**src/logic/periph_pkg.sv**
```systemverilog
// --------------------------------------------------------------------
// Peripheral domain package
// Bus widths, address map, register offsets and interrupt positions
// --------------------------------------------------------------------

`default_nettype none

package periph_pkg;

  localparam int unsigned DataWidth    = 32;
  localparam int unsigned AddrWidth    = 12;
  localparam int unsigned PageLsb      = 8;  // Bits 11:8 pick the peripheral
  localparam int unsigned RegLsb       = 2;
  localparam int unsigned RegAddrWidth = PageLsb - RegLsb;

  typedef logic [DataWidth-1:0]         data_t;
  typedef logic [AddrWidth-1:0]         addr_t;
  typedef logic [RegAddrWidth-1:0]      reg_addr_t;
  typedef logic [PageLsb-1:0]           reg_off_t;   // Byte offset in a page
  typedef logic [AddrWidth-PageLsb-1:0] page_t;

  typedef enum logic [1:0] {
    PeriphSocCtrl = 2'd0,
    PeriphGpio    = 2'd1,
    PeriphTimer   = 2'd2,
    PeriphError   = 2'd3
  } periph_idx_e;

  // Address map pages
  localparam page_t PageSocCtrl = 4'h0;
  localparam page_t PageGpio    = 4'h1;
  localparam page_t PageTimer   = 4'h2;

  localparam data_t ErrRspData = 32'hBADC_AB1E;

  // --------------------------------------------------------------------
  // Register offsets
  // --------------------------------------------------------------------
  localparam reg_off_t SocCtrlBootAddr = 8'h00;
  localparam reg_off_t SocCtrlFetchEn  = 8'h04;

  localparam reg_off_t GpioDir       = 8'h00;
  localparam reg_off_t GpioOut       = 8'h04;
  localparam reg_off_t GpioIn        = 8'h08;
  localparam reg_off_t GpioIrqEn     = 8'h0C;
  localparam reg_off_t GpioIrqStatus = 8'h10;

  localparam reg_off_t TimerCtrl   = 8'h00;  // bit0 enable, bit1 clear count
  localparam reg_off_t TimerCount  = 8'h04;
  localparam reg_off_t TimerCmp    = 8'h08;
  localparam reg_off_t TimerPresc  = 8'h0C;
  localparam reg_off_t TimerStatus = 8'h10;

  // Interrupt vector
  localparam int unsigned IrqTimer = 0;
  localparam int unsigned IrqGpio  = 1;
  localparam int unsigned NumIrqs  = 2;

endpackage

`default_nettype wire

```
**src/logic/periph_reg_if.sv**
```systemverilog
// --------------------------------------------------------------------
// Register access bus between the request FSM and one peripheral
// --------------------------------------------------------------------

`default_nettype none

interface periph_reg_if;

  logic                  sel;    // One cycle per access
  logic                  we;
  periph_pkg::reg_addr_t addr;   // Word offset
  periph_pkg::data_t     wdata;
  periph_pkg::data_t     rdata;  // Valid the cycle after sel

  modport fsm (
    output sel,
    output we,
    output addr,
    output wdata,
    input  rdata
  );

  modport periph (
    input  sel,
    input  we,
    input  addr,
    input  wdata,
    output rdata
  );

endinterface

`default_nettype wire

```
**src/logic/periph_obi_fsm.sv**
```systemverilog
// --------------------------------------------------------------------
// OBI request FSM
// Grants one access at a time, decodes the page and returns the response
// --------------------------------------------------------------------

`default_nettype none

module periph_obi_fsm (
  input  logic              clk_i,
  input  logic              rst_n_i,

  input  logic              obi_req_i,
  input  logic              obi_we_i,
  input  periph_pkg::addr_t obi_addr_i,
  input  periph_pkg::data_t obi_wdata_i,
  output logic              obi_gnt_o,
  output logic              obi_rvalid_o,
  output periph_pkg::data_t obi_rdata_o,
  output logic              obi_err_o,

  periph_reg_if.fsm         ctrl_bus,
  periph_reg_if.fsm         gpio_bus,
  periph_reg_if.fsm         timer_bus
);

  typedef enum logic {
    StIdle,
    StRespond
  } state_e;

  state_e                  state_q;
  periph_pkg::periph_idx_e idx_d, idx_q;
  periph_pkg::reg_addr_t   reg_addr;
  logic                    grant;

  // Page decode
  always_comb begin
    case (obi_addr_i[periph_pkg::AddrWidth-1:periph_pkg::PageLsb])
      periph_pkg::PageSocCtrl: idx_d = periph_pkg::PeriphSocCtrl;
      periph_pkg::PageGpio:    idx_d = periph_pkg::PeriphGpio;
      periph_pkg::PageTimer:   idx_d = periph_pkg::PeriphTimer;
      default:                 idx_d = periph_pkg::PeriphError;
    endcase
  end

  assign obi_gnt_o = obi_req_i && (state_q == StIdle);
  assign grant     = obi_gnt_o;
  assign reg_addr  = obi_addr_i[periph_pkg::RegLsb +: periph_pkg::RegAddrWidth];

  always_ff @(posedge clk_i) begin
    if (!rst_n_i) begin
      state_q <= StIdle;
    end else begin
      case (state_q)
        StIdle:    if (grant) state_q <= StRespond;
        default:   state_q <= StIdle;  // Response takes one cycle
      endcase
    end
  end

  always_ff @(posedge clk_i) begin
    if (grant) idx_q <= idx_d;
  end

  // --------------------------------------------------------------------
  // Register buses
  // --------------------------------------------------------------------
  assign ctrl_bus.sel   = grant && (idx_d == periph_pkg::PeriphSocCtrl);
  assign ctrl_bus.we    = obi_we_i;
  assign ctrl_bus.addr  = reg_addr;
  assign ctrl_bus.wdata = obi_wdata_i;

  assign gpio_bus.sel   = grant && (idx_d == periph_pkg::PeriphGpio);
  assign gpio_bus.we    = obi_we_i;
  assign gpio_bus.addr  = reg_addr;
  assign gpio_bus.wdata = obi_wdata_i;

  assign timer_bus.sel   = grant && (idx_d == periph_pkg::PeriphTimer);
  assign timer_bus.we    = obi_we_i;
  assign timer_bus.addr  = reg_addr;
  assign timer_bus.wdata = obi_wdata_i;

  // Response mux
  always_comb begin
    case (idx_q)
      periph_pkg::PeriphSocCtrl: obi_rdata_o = ctrl_bus.rdata;
      periph_pkg::PeriphGpio:    obi_rdata_o = gpio_bus.rdata;
      periph_pkg::PeriphTimer:   obi_rdata_o = timer_bus.rdata;
      default:                   obi_rdata_o = periph_pkg::ErrRspData;
    endcase
  end

  assign obi_rvalid_o = (state_q == StRespond);
  assign obi_err_o    = obi_rvalid_o && (idx_q == periph_pkg::PeriphError);

endmodule

`default_nettype wire

```
**src/logic/periph_soc_ctrl.sv**
```systemverilog
// --------------------------------------------------------------------
// SoC control registers
// Boot address and fetch enable
// --------------------------------------------------------------------

`default_nettype none

module periph_soc_ctrl #(
  parameter periph_pkg::data_t BootAddrDefault = 32'h1000_0000
) (
  input  logic                clk_i,
  input  logic                rst_n_i,
  periph_reg_if.periph        bus,
  input  logic                fetch_en_i,
  output logic                fetch_enable_o,
  output periph_pkg::data_t   boot_addr_o
);

  periph_pkg::data_t    boot_addr_q;
  logic                 fetch_en_q;
  periph_pkg::data_t    rdata_q;
  periph_pkg::reg_off_t off;

  assign off = {bus.addr, 2'b00};

  always_ff @(posedge clk_i) begin
    if (!rst_n_i) begin
      boot_addr_q <= BootAddrDefault;
      fetch_en_q  <= 1'b0;
    end else if (bus.sel && bus.we) begin
      case (off)
        periph_pkg::SocCtrlBootAddr: boot_addr_q <= bus.wdata;
        periph_pkg::SocCtrlFetchEn:  fetch_en_q  <= bus.wdata[0];
        default: ;
      endcase
    end
  end

  // Read data for the response cycle
  always_ff @(posedge clk_i) begin
    if (bus.sel) begin
      case (off)
        periph_pkg::SocCtrlBootAddr: rdata_q <= boot_addr_q;
        periph_pkg::SocCtrlFetchEn:  rdata_q <= {31'b0, fetch_en_q};
        default:                     rdata_q <= '0;
      endcase
    end
  end

  assign bus.rdata      = rdata_q;
  assign boot_addr_o    = boot_addr_q;
  assign fetch_enable_o = fetch_en_q | fetch_en_i;  // Pin can also start the core

endmodule

`default_nettype wire

```
**src/logic/periph_gpio.sv**
```systemverilog
// --------------------------------------------------------------------
// GPIO block
// Direction and output registers, synchronized inputs, edge interrupt
// --------------------------------------------------------------------

`default_nettype none

module periph_gpio #(
  parameter int unsigned GpioCount = 16
) (
  input  logic                 clk_i,
  input  logic                 rst_n_i,
  periph_reg_if.periph         bus,
  input  logic [GpioCount-1:0] gpio_i,
  output logic [GpioCount-1:0] gpio_o,
  output logic [GpioCount-1:0] gpio_out_en_o,
  output logic [GpioCount-1:0] gpio_in_sync_o,
  output logic                 irq_o
);

  logic [GpioCount-1:0] dir_q, out_q, irq_en_q, irq_status_q;
  logic [GpioCount-1:0] sync1_q, sync2_q, prev_q;
  logic [GpioCount-1:0] rise, status_clr;
  periph_pkg::data_t    rdata_q;
  periph_pkg::reg_off_t off;
  logic                 wr;

  assign off = {bus.addr, 2'b00};
  assign wr  = bus.sel && bus.we;

  // Two flop synchronizer plus one stage for edge detect
  always_ff @(posedge clk_i) begin
    if (!rst_n_i) begin
      sync1_q <= '0;
      sync2_q <= '0;
      prev_q  <= '0;
    end else begin
      sync1_q <= gpio_i;
      sync2_q <= sync1_q;
      prev_q  <= sync2_q;
    end
  end

  assign rise       = sync2_q & ~prev_q & irq_en_q;
  assign status_clr = (wr && off == periph_pkg::GpioIrqStatus) ?
                      bus.wdata[GpioCount-1:0] : '0;

  always_ff @(posedge clk_i) begin
    if (!rst_n_i) begin
      dir_q        <= '0;
      out_q        <= '0;
      irq_en_q     <= '0;
      irq_status_q <= '0;
    end else begin
      irq_status_q <= (irq_status_q & ~status_clr) | rise;  // New edge wins
      if (wr) begin
        case (off)
          periph_pkg::GpioDir:   dir_q    <= bus.wdata[GpioCount-1:0];
          periph_pkg::GpioOut:   out_q    <= bus.wdata[GpioCount-1:0];
          periph_pkg::GpioIrqEn: irq_en_q <= bus.wdata[GpioCount-1:0];
          default: ;
        endcase
      end
    end
  end

  always_ff @(posedge clk_i) begin
    if (bus.sel) begin
      case (off)
        periph_pkg::GpioDir:       rdata_q <= periph_pkg::data_t'(dir_q);
        periph_pkg::GpioOut:       rdata_q <= periph_pkg::data_t'(out_q);
        periph_pkg::GpioIn:        rdata_q <= periph_pkg::data_t'(sync2_q);
        periph_pkg::GpioIrqEn:     rdata_q <= periph_pkg::data_t'(irq_en_q);
        periph_pkg::GpioIrqStatus: rdata_q <= periph_pkg::data_t'(irq_status_q);
        default:                   rdata_q <= '0;
      endcase
    end
  end

  assign bus.rdata      = rdata_q;
  assign gpio_o         = out_q;
  assign gpio_out_en_o  = dir_q;
  assign gpio_in_sync_o = sync2_q;
  assign irq_o          = |(irq_status_q & irq_en_q);

endmodule

`default_nettype wire

```
**src/logic/periph_timer.sv**
```systemverilog
// --------------------------------------------------------------------
// Compare timer
// Prescaled 32 bit count that wraps at the compare value
// --------------------------------------------------------------------

`default_nettype none

module periph_timer (
  input  logic         clk_i,
  input  logic         rst_n_i,
  periph_reg_if.periph bus,
  output logic         irq_o
);

  logic                 en_q, status_q;
  periph_pkg::data_t    presc_q, presc_cnt_q;
  periph_pkg::data_t    count_q, cmp_q;
  periph_pkg::data_t    rdata_q;
  periph_pkg::reg_off_t off;
  logic                 wr, tick, wrap, clr_cnt;

  assign off     = {bus.addr, 2'b00};
  assign wr      = bus.sel && bus.we;
  assign tick    = en_q && (presc_cnt_q == presc_q);
  assign wrap    = tick && (count_q == cmp_q);
  assign clr_cnt = wr && (off == periph_pkg::TimerCtrl) && bus.wdata[1];

  // --------------------------------------------------------------------
  // Counters
  // --------------------------------------------------------------------
  always_ff @(posedge clk_i) begin
    if (!rst_n_i) begin
      presc_cnt_q <= '0;
      count_q     <= '0;
    end else if (clr_cnt) begin
      presc_cnt_q <= '0;
      count_q     <= '0;
    end else begin
      if (en_q) presc_cnt_q <= tick ? '0 : presc_cnt_q + 1'b1;
      if (wr && off == periph_pkg::TimerCount) begin
        count_q <= bus.wdata;  // Load beats the tick
      end else if (wrap) begin
        count_q <= '0;
      end else if (tick) begin
        count_q <= count_q + 1'b1;
      end
    end
  end

  // Config and status
  always_ff @(posedge clk_i) begin
    if (!rst_n_i) begin
      en_q     <= 1'b0;
      cmp_q    <= '0;
      presc_q  <= '0;
      status_q <= 1'b0;
    end else begin
      if (wrap) begin
        status_q <= 1'b1;
      end else if (wr && off == periph_pkg::TimerStatus && bus.wdata[0]) begin
        status_q <= 1'b0;
      end
      if (wr) begin
        case (off)
          periph_pkg::TimerCtrl:  en_q    <= bus.wdata[0];
          periph_pkg::TimerCmp:   cmp_q   <= bus.wdata;
          periph_pkg::TimerPresc: presc_q <= bus.wdata;
          default: ;
        endcase
      end
    end
  end

  always_ff @(posedge clk_i) begin
    if (bus.sel) begin
      case (off)
        periph_pkg::TimerCtrl:   rdata_q <= {31'b0, en_q};  // Clear bit reads 0
        periph_pkg::TimerCount:  rdata_q <= count_q;
        periph_pkg::TimerCmp:    rdata_q <= cmp_q;
        periph_pkg::TimerPresc:  rdata_q <= presc_q;
        periph_pkg::TimerStatus: rdata_q <= {31'b0, status_q};
        default:                 rdata_q <= '0;
      endcase
    end
  end

  assign bus.rdata = rdata_q;
  assign irq_o     = status_q;

endmodule

`default_nettype wire

```
**src/logic/periph_domain.sv**
```systemverilog
// --------------------------------------------------------------------
// Peripheral domain top level
// OBI port, SoC control, GPIO, timer and the interrupt vector
// --------------------------------------------------------------------

`default_nettype none

module periph_domain #(
  parameter int unsigned       GpioCount       = 16,
  parameter periph_pkg::data_t BootAddrDefault = 32'h1000_0000
) (
  input  logic                           clk_i,
  input  logic                           rst_n_i,

  // OBI subordinate port
  input  logic                           obi_req_i,
  input  logic                           obi_we_i,
  input  periph_pkg::addr_t              obi_addr_i,
  input  periph_pkg::data_t              obi_wdata_i,
  output logic                           obi_gnt_o,
  output logic                           obi_rvalid_o,
  output periph_pkg::data_t              obi_rdata_o,
  output logic                           obi_err_o,

  input  logic                           fetch_en_i,
  output logic                           fetch_enable_o,
  output periph_pkg::data_t              boot_addr_o,

  input  logic [GpioCount-1:0]           gpio_i,
  output logic [GpioCount-1:0]           gpio_o,
  output logic [GpioCount-1:0]           gpio_out_en_o,
  output logic [GpioCount-1:0]           gpio_in_sync_o,

  output logic [periph_pkg::NumIrqs-1:0] irq_o
);

  logic gpio_irq;
  logic timer_irq;

  periph_reg_if ctrl_bus ();
  periph_reg_if gpio_bus ();
  periph_reg_if timer_bus ();

  // --------------------------------------------------------------------
  // Request FSM
  // --------------------------------------------------------------------
  periph_obi_fsm i_obi_fsm (
    .clk_i        ( clk_i        ),
    .rst_n_i      ( rst_n_i      ),
    .obi_req_i    ( obi_req_i    ),
    .obi_we_i     ( obi_we_i     ),
    .obi_addr_i   ( obi_addr_i   ),
    .obi_wdata_i  ( obi_wdata_i  ),
    .obi_gnt_o    ( obi_gnt_o    ),
    .obi_rvalid_o ( obi_rvalid_o ),
    .obi_rdata_o  ( obi_rdata_o  ),
    .obi_err_o    ( obi_err_o    ),
    .ctrl_bus     ( ctrl_bus     ),
    .gpio_bus     ( gpio_bus     ),
    .timer_bus    ( timer_bus    )
  );

  // --------------------------------------------------------------------
  // Peripherals
  // --------------------------------------------------------------------
  periph_soc_ctrl #(
    .BootAddrDefault ( BootAddrDefault )
  ) i_soc_ctrl (
    .clk_i          ( clk_i          ),
    .rst_n_i        ( rst_n_i        ),
    .bus            ( ctrl_bus       ),
    .fetch_en_i     ( fetch_en_i     ),
    .fetch_enable_o ( fetch_enable_o ),
    .boot_addr_o    ( boot_addr_o    )
  );

  periph_gpio #(
    .GpioCount ( GpioCount )
  ) i_gpio (
    .clk_i          ( clk_i          ),
    .rst_n_i        ( rst_n_i        ),
    .bus            ( gpio_bus       ),
    .gpio_i         ( gpio_i         ),
    .gpio_o         ( gpio_o         ),
    .gpio_out_en_o  ( gpio_out_en_o  ),
    .gpio_in_sync_o ( gpio_in_sync_o ),
    .irq_o          ( gpio_irq       )
  );

  periph_timer i_timer (
    .clk_i   ( clk_i     ),
    .rst_n_i ( rst_n_i   ),
    .bus     ( timer_bus ),
    .irq_o   ( timer_irq )
  );

  // Interrupt vector
  always_comb begin
    irq_o                      = '0;
    irq_o[periph_pkg::IrqTimer] = timer_irq;
    irq_o[periph_pkg::IrqGpio]  = gpio_irq;
  end

endmodule

`default_nettype wire

```
**config.mk**
```make
export PLATFORM = sky130hd
export DESIGN_NAME = periph_domain
export DESIGN_NICKNAME = d
export VERILOG_FILES = /design/src/logic/periph_pkg.sv /design/src/logic/periph_reg_if.sv /design/src/logic/periph_obi_fsm.sv /design/src/logic/periph_soc_ctrl.sv /design/src/logic/periph_gpio.sv /design/src/logic/periph_timer.sv /design/src/logic/periph_domain.sv
export SDC_FILE = /design/constraint.sdc
export NUM_CORES = 1
export LEC_CHECK = 0
export BUFFER_PORTS_ARGS = -buffer_cell sky130_fd_sc_hd__buf_2
export CAP_MARGIN = 10
export CORE_ASPECT_RATIO = 0.7
export CORE_MARGIN = 3
export CORE_UTILIZATION = 40
export DETAILED_ROUTE_END_ITERATION = 8
export HOLD_SLACK_MARGIN = 0.12
export SLEW_MARGIN = 10
export SYNTH_ARGS = -nofsm -noshare
export SYNTH_HDL_FRONTEND = slang
export SYNTH_SLANG_ARGS = --single-unit
export TNS_END_PERCENT = 50
```
**constraint.sdc**
```tcl
create_clock -name clk_i -period 5.7 [get_ports clk_i]
set_clock_uncertainty 0.1 [all_clocks]
set_input_delay 1.14 -clock clk_i [delete_from_list [all_inputs] [get_ports clk_i]]
set_output_delay 1.14 -clock clk_i [all_outputs]
set_load 0.1 [all_outputs]
```
# Word-level counts from Yosys, hierarchy flattened
# Index checks and enable logic that the tools add are counted.
word_totals:
  reg_bits: 374
  inputBits: 65
  output_inout_bits: 118
op_classes:
  addsub: 2
  n_eq_ne: 13
  muxes: 13
  bitwise_logic: 10
  reduce_logical: 33
op_table:
  columns: ["op", "n"]
  rows:
  - ["$pmux W32 S5", 1]
  - ["$mux W32", 4]
  - ["$pmux W32 S3", 1]
  - ["$pmux W16 S5", 1]
  - ["$add A32 B1 Y32 const B", 2]
  - ["$and A16 B16 Y16", 4]
  - ["$eq A32 B32 Y1", 2]
  - ["$pmux W32 S2", 1]
  - ["$not A16 Y16", 2]
  - ["$logic_and A1 B1 Y1", 16]
  - ["$mux W16", 1]
  - ["$or A16 B16 Y16", 1]
  - ["$reduce_and A2 Y1", 8]
  - ["$reduce_or A16 Y1", 1]
  - ["$eq A6 B2 Y1 const B", 2]
  - ["$logic_not A8 Y1", 1]
  - ["$eq A2 B2 Y1 const B", 3]
  - ["$eq A6 B1 Y1 const B", 1]
  - ["$eq A6 B3 Y1 const B", 1]
  - ["$pmux W2 S3", 1]
  - ["$eq A2 B1 Y1 const B", 2]
  - ["$eq A4 B1 Y1 const B", 1]
  - ["$eq A4 B2 Y1 const B", 1]
  - ["$logic_not A2 Y1", 2]
  - ["other kinds (7)", 11]

# Longest topological paths before layout
depth:
  ltp_word: 10
  ltp_mapped: 10
  depth_no_buf: 8

# Modules after synthesis
# From an unflattened synthesis, not the netlist that was laid out.
hier_totals:
  hier_cells: 1909
  hier_area_um2: 17824.6
modules_own_cells:
  columns: ["module", "n_inst", "cells_each", "area_per_inst_um2", "seq_area_each_um2"]
  rows:
  - ["periph_timer", 1, 952, 8029.0, 3563.4]
  - ["periph_gpio", 1, 516, 5318.9, 2722.6]
  - ["periph_soc_ctrl", 1, 233, 2643.8, 1621.6]
  - ["periph_obi_fsm", 1, 206, 1818.0, 80.1]
  - ["periph_domain", 1, 2, 15.0, 0.0]

# Least setup slack after synthesis
# Ideal clock, no wire load.
synth_timing:
  kind: "reg-to-output"
  startpoint: "register i_obi_fsm.idx_q[1]"
  endpoint: "output obi_rdata_o[10]"
  t_arrival_ps: 3684
  required_ps: 4460
  slack_ps: 776
  stages_incl_launch_ff: 6
  path_buffers: 3
  path_cell_list: "edfxtp_1 > clkbuf_1 > clkbuf_1 > buf_1 > mux2i_1 > o21ai_0"
synth_via:
  elab_chain_len: 2
  elab_cells_between_ends: 4
synth_rtl:
  columns: ["element", "line", "text"]
  rows:
  - ["from (decl)", "periph_obi_fsm.sv:32", "periph_pkg::periph_idx_e idx_d, idx_q;"]
  - ["from (signal assigned)", "periph_obi_fsm.sv:62", "if (grant) idx_q <= idx_d;"]
  - ["$eq A2 B2 Y1, or another cell as far along", "periph_obi_fsm.sv:85", "case (idx_q)"]
  - ["$pmux W32 S3 *", "periph_obi_fsm.sv:85", null]
  - ["to (decl)", "periph_domain.sv:22", "output periph_pkg::data_t obi_rdata_o,"]
# Every way passes the cells marked *; elsewhere a longest branch is shown, timed or not.

# Worst setup path after layout
layout_timing:
  startpoint: "register i_obi_fsm.idx_q[1]"
  endpoint: "output obi_rdata_o[15]"
# Same word-level chain as after synthesis.

==> impl_metrics.yaml <==
status:
  status: "finished clean"
flow_run:
  maxCapViolations: 0
cts:
  ctsHoldBuffers: 0
  clock-sinks: 358
  cts_tree: "done"
  insertion_delay_ps: 540
  cts-root-buf: "clkbuf_16"
  ctsResizeCount: 0
  cts_htree_levels: 2
  clk_path_buf_depth: 3
  numCtsBuffers: 38
  cts_setup_buffers: 0
  path_clk_slew_ps: 60
timing:
  hold_viol: 0
  post-route-min-period_ps: 4000
  post-route-period-util: 0.701
  tns_ps: 0
  rsz0062_at_grt: "no"
  finalSetupViolations: 0
  slew_violations: 0
  max_freq_mhz: 250
  tightestPinTransition_ps: 1140
  slew_headroom: 0.240
power_and_ir_drop:
  p_leak_nw: 7.32
  p_int_mw: 4.11
  total_power_mw: 5.39
  comb_power_share: 0.059
  ir_worst_vdd_mv: 0.168
  switchingPower_mw: 1.27
  power.density_nw_per_um2: 288
  power_frac_seq: 0.485
  netSwitchingFraction: 0.237
  clockPowerShare: 0.456
detailed_routing:
  first_pass_iters: 5
  wl_per_cell_um: 21.0
  via_count: 13820
  drt-total-wl_um: 52400
  via_per_inst: 5.55
  drcViolationCount: 0
  postRouteAntennaNets: 0
  drt_iter0_drc: 1764
worst_setup_path:
  path_class: "flip-flop to output port"
  cp_cell_sequence: "buf_4, mux2_2, o22a_1, buf_2"
  worst-path-buf-inv: 2
  r2r_slack_ps: 2410
  critPathRequiredTime_ps: 4460
  endpoint_kind: "output port"
  crit_family: "flip-flops"
  critPathLaunchType: "flip-flop"
  slowest_delay_ps: 910
  critPathSlowestCell: "edfxtp_1"
  worstPathArrival_ps: 2760
  path_max_fanout: 19
synthesis:
  synth_edf_count: 82
  synthArstFlopShare: 0
  synth_cells: 1820
  yosys.cell_types.count: 55
  postSynthAreaPerCell_sq_um: 8.91
  yosys_warnings: 0
  synthFlopType: "dfxtp_1"
  seq_area_frac_synth: 0.492
  synth-seq-cells: 358
  syn_area_sq_um: 16200
  synth_fp_nets: 1887
global_route:
  grt_max_degree: 117
  overflow: 0
  grt_usage: 0.239
  antenna_found_initial: 14
  grt_pass1_wl_um: 79000
  first_global_vias: 12565
placement:
  port_buffers: 180
  hpwl_um: 36600
  dpl-instance-area_sq_um: 17500
  gp_congestion: 0.892
floorplan:
  core_sq_um: 39800
  num_rows: 61
  ios: 183
  dieArea_sq_um: 43100
  dieHeight_um: 175
  initial_core_util: 0.407
  dieWidth_um: 247
finish:
  drive_gt1_frac: 0.166
  syn_to_final_growth_pct: 15.3
  nets: 1992
  final_cell_mix: "399 x nand2_1, 276 x dfxtp_1, 179 x buf_2"
  stdcell_area_sq_um: 18700
  final_common_cell: "nand2_1"
  fillers: 3804
min_path:
  min_path_type: "flip-flop to flip-flop"
routing by layer:
| metal | vias to the layer above | GRT usage | routed length [um] |
|---|---|---|---|
| met5 | - | 0 | 85 |
| met4 | 14 | 0.0491 | 840 |
| met3 | 74 | 0.0757 | 6410 |
| met2 | 641 | 0.310 | 20100 |
| met1 | 6582 | 0.380 | 25000 |
| li1 | 6509 | - | - |
power by group through the flow:
stage	logic [mW]	registers, mW	clock network, mW
after floorplan	0.184	2.70	0
after global placement	0.312	2.67	0
after detailed placement	0.313	2.67	0
after CTS	0.314	2.62	2.50
after global routing	0.331	2.62	2.60
final	0.317	2.62	2.46
metrics by stage:
step           utilization  cells  hold slack [ps]  setup slack [ps]
2_1_floorplan            -   1820              312               776
3_3_place_gp         0.438   2419              315              1830
3_5_place_dp         0.438   2419              321              1740
4_1_cts              0.469   2487              335              1670
5_1_grt              0.469   2490              345              1540
6_report             0.469   2491              332              1700
cell families after synthesis:
kind of cell	synth area share
compound gates	0.163
xor+xnor	0.0502
simple gates	0.220
mux	0.0357
fa+ha+maj	0.00154
flops	0.492
buf+inv	0.0371
synthesized netlist by cell type (all sizes together) (9+ instances only):
cell type    n  share of area
a21boi     148          0.068
a21oi       49          0.015
a222oi      17          0.010
a22oi       48          0.022
a31oi       23         0.0089
and2        55          0.021
and3        53          0.020
buf         18         0.0063
clkbuf     126          0.029
dfxtp      276           0.34
edfxtp      82           0.15
mux2        39          0.027
mux2i       14         0.0086
nand2      399          0.092
nand3       28         0.0089
nand4       17         0.0066
nand4b       9         0.0049
nor2       131          0.031
nor2b       24         0.0093
nor3        11         0.0041
nor4        21         0.0098
o21ai       78          0.024
o22a         9         0.0049
xnor2       13         0.0070
xor2        80          0.043
layout make-up:
class                           instances  area (sq um)  share of cell area
Inverter                                7          26.3             0.00141
Tap cell                              535           669              0.0358
Timing Repair Buffer                  209          1130              0.0604
Clock inverter                         13           114             0.00609
Clock buffer                           55          1110              0.0591
Multi-Input combinational cell       1311          7660               0.410
Antenna cell                            3          7.51            0.000401
Sequential cell                       358          7990               0.427
final timing paths:
kind	end	startpoint	depth (start not counted)
worst max-delay path	obi_rdata_o[15]	i_obi_fsm.idx_q[1]	4
worst min-delay path	i_gpio.gpio_in_sync_o[4]	i_gpio.sync1_q[4]	1
worst max register to register	i_timer.count_q[18]	i_timer.presc_q[20]	8
worst min register to register	i_gpio.gpio_in_sync_o[4]	i_gpio.sync1_q[4]	1
flip-flops by register name, indices dropped and copies added (netlist names):
signal,flops
i_obi_fsm.idx_q,2
i_timer.count_q,32
i_soc_ctrl.fetch_en_q,1
i_gpio.irq_en_q,16
i_gpio.prev_q,16
i_timer.irq_o,1
i_soc_ctrl.bus.rdata,32
i_gpio.gpio_out_en_o,16
i_timer.en_q,1
i_timer.bus.rdata,32
i_soc_ctrl.boot_addr_o,32
i_gpio.gpio_in_sync_o,16
i_timer.presc_cnt_q,32
i_gpio.irq_status_q,16
i_timer.presc_q,32
i_gpio.sync1_q,16
i_timer.cmp_q,32
i_gpio.gpio_o,16
i_obi_fsm.obi_rvalid_o,1
i_gpio.bus.rdata,16
No activity file was read; power rests on OpenSTA's default activity.
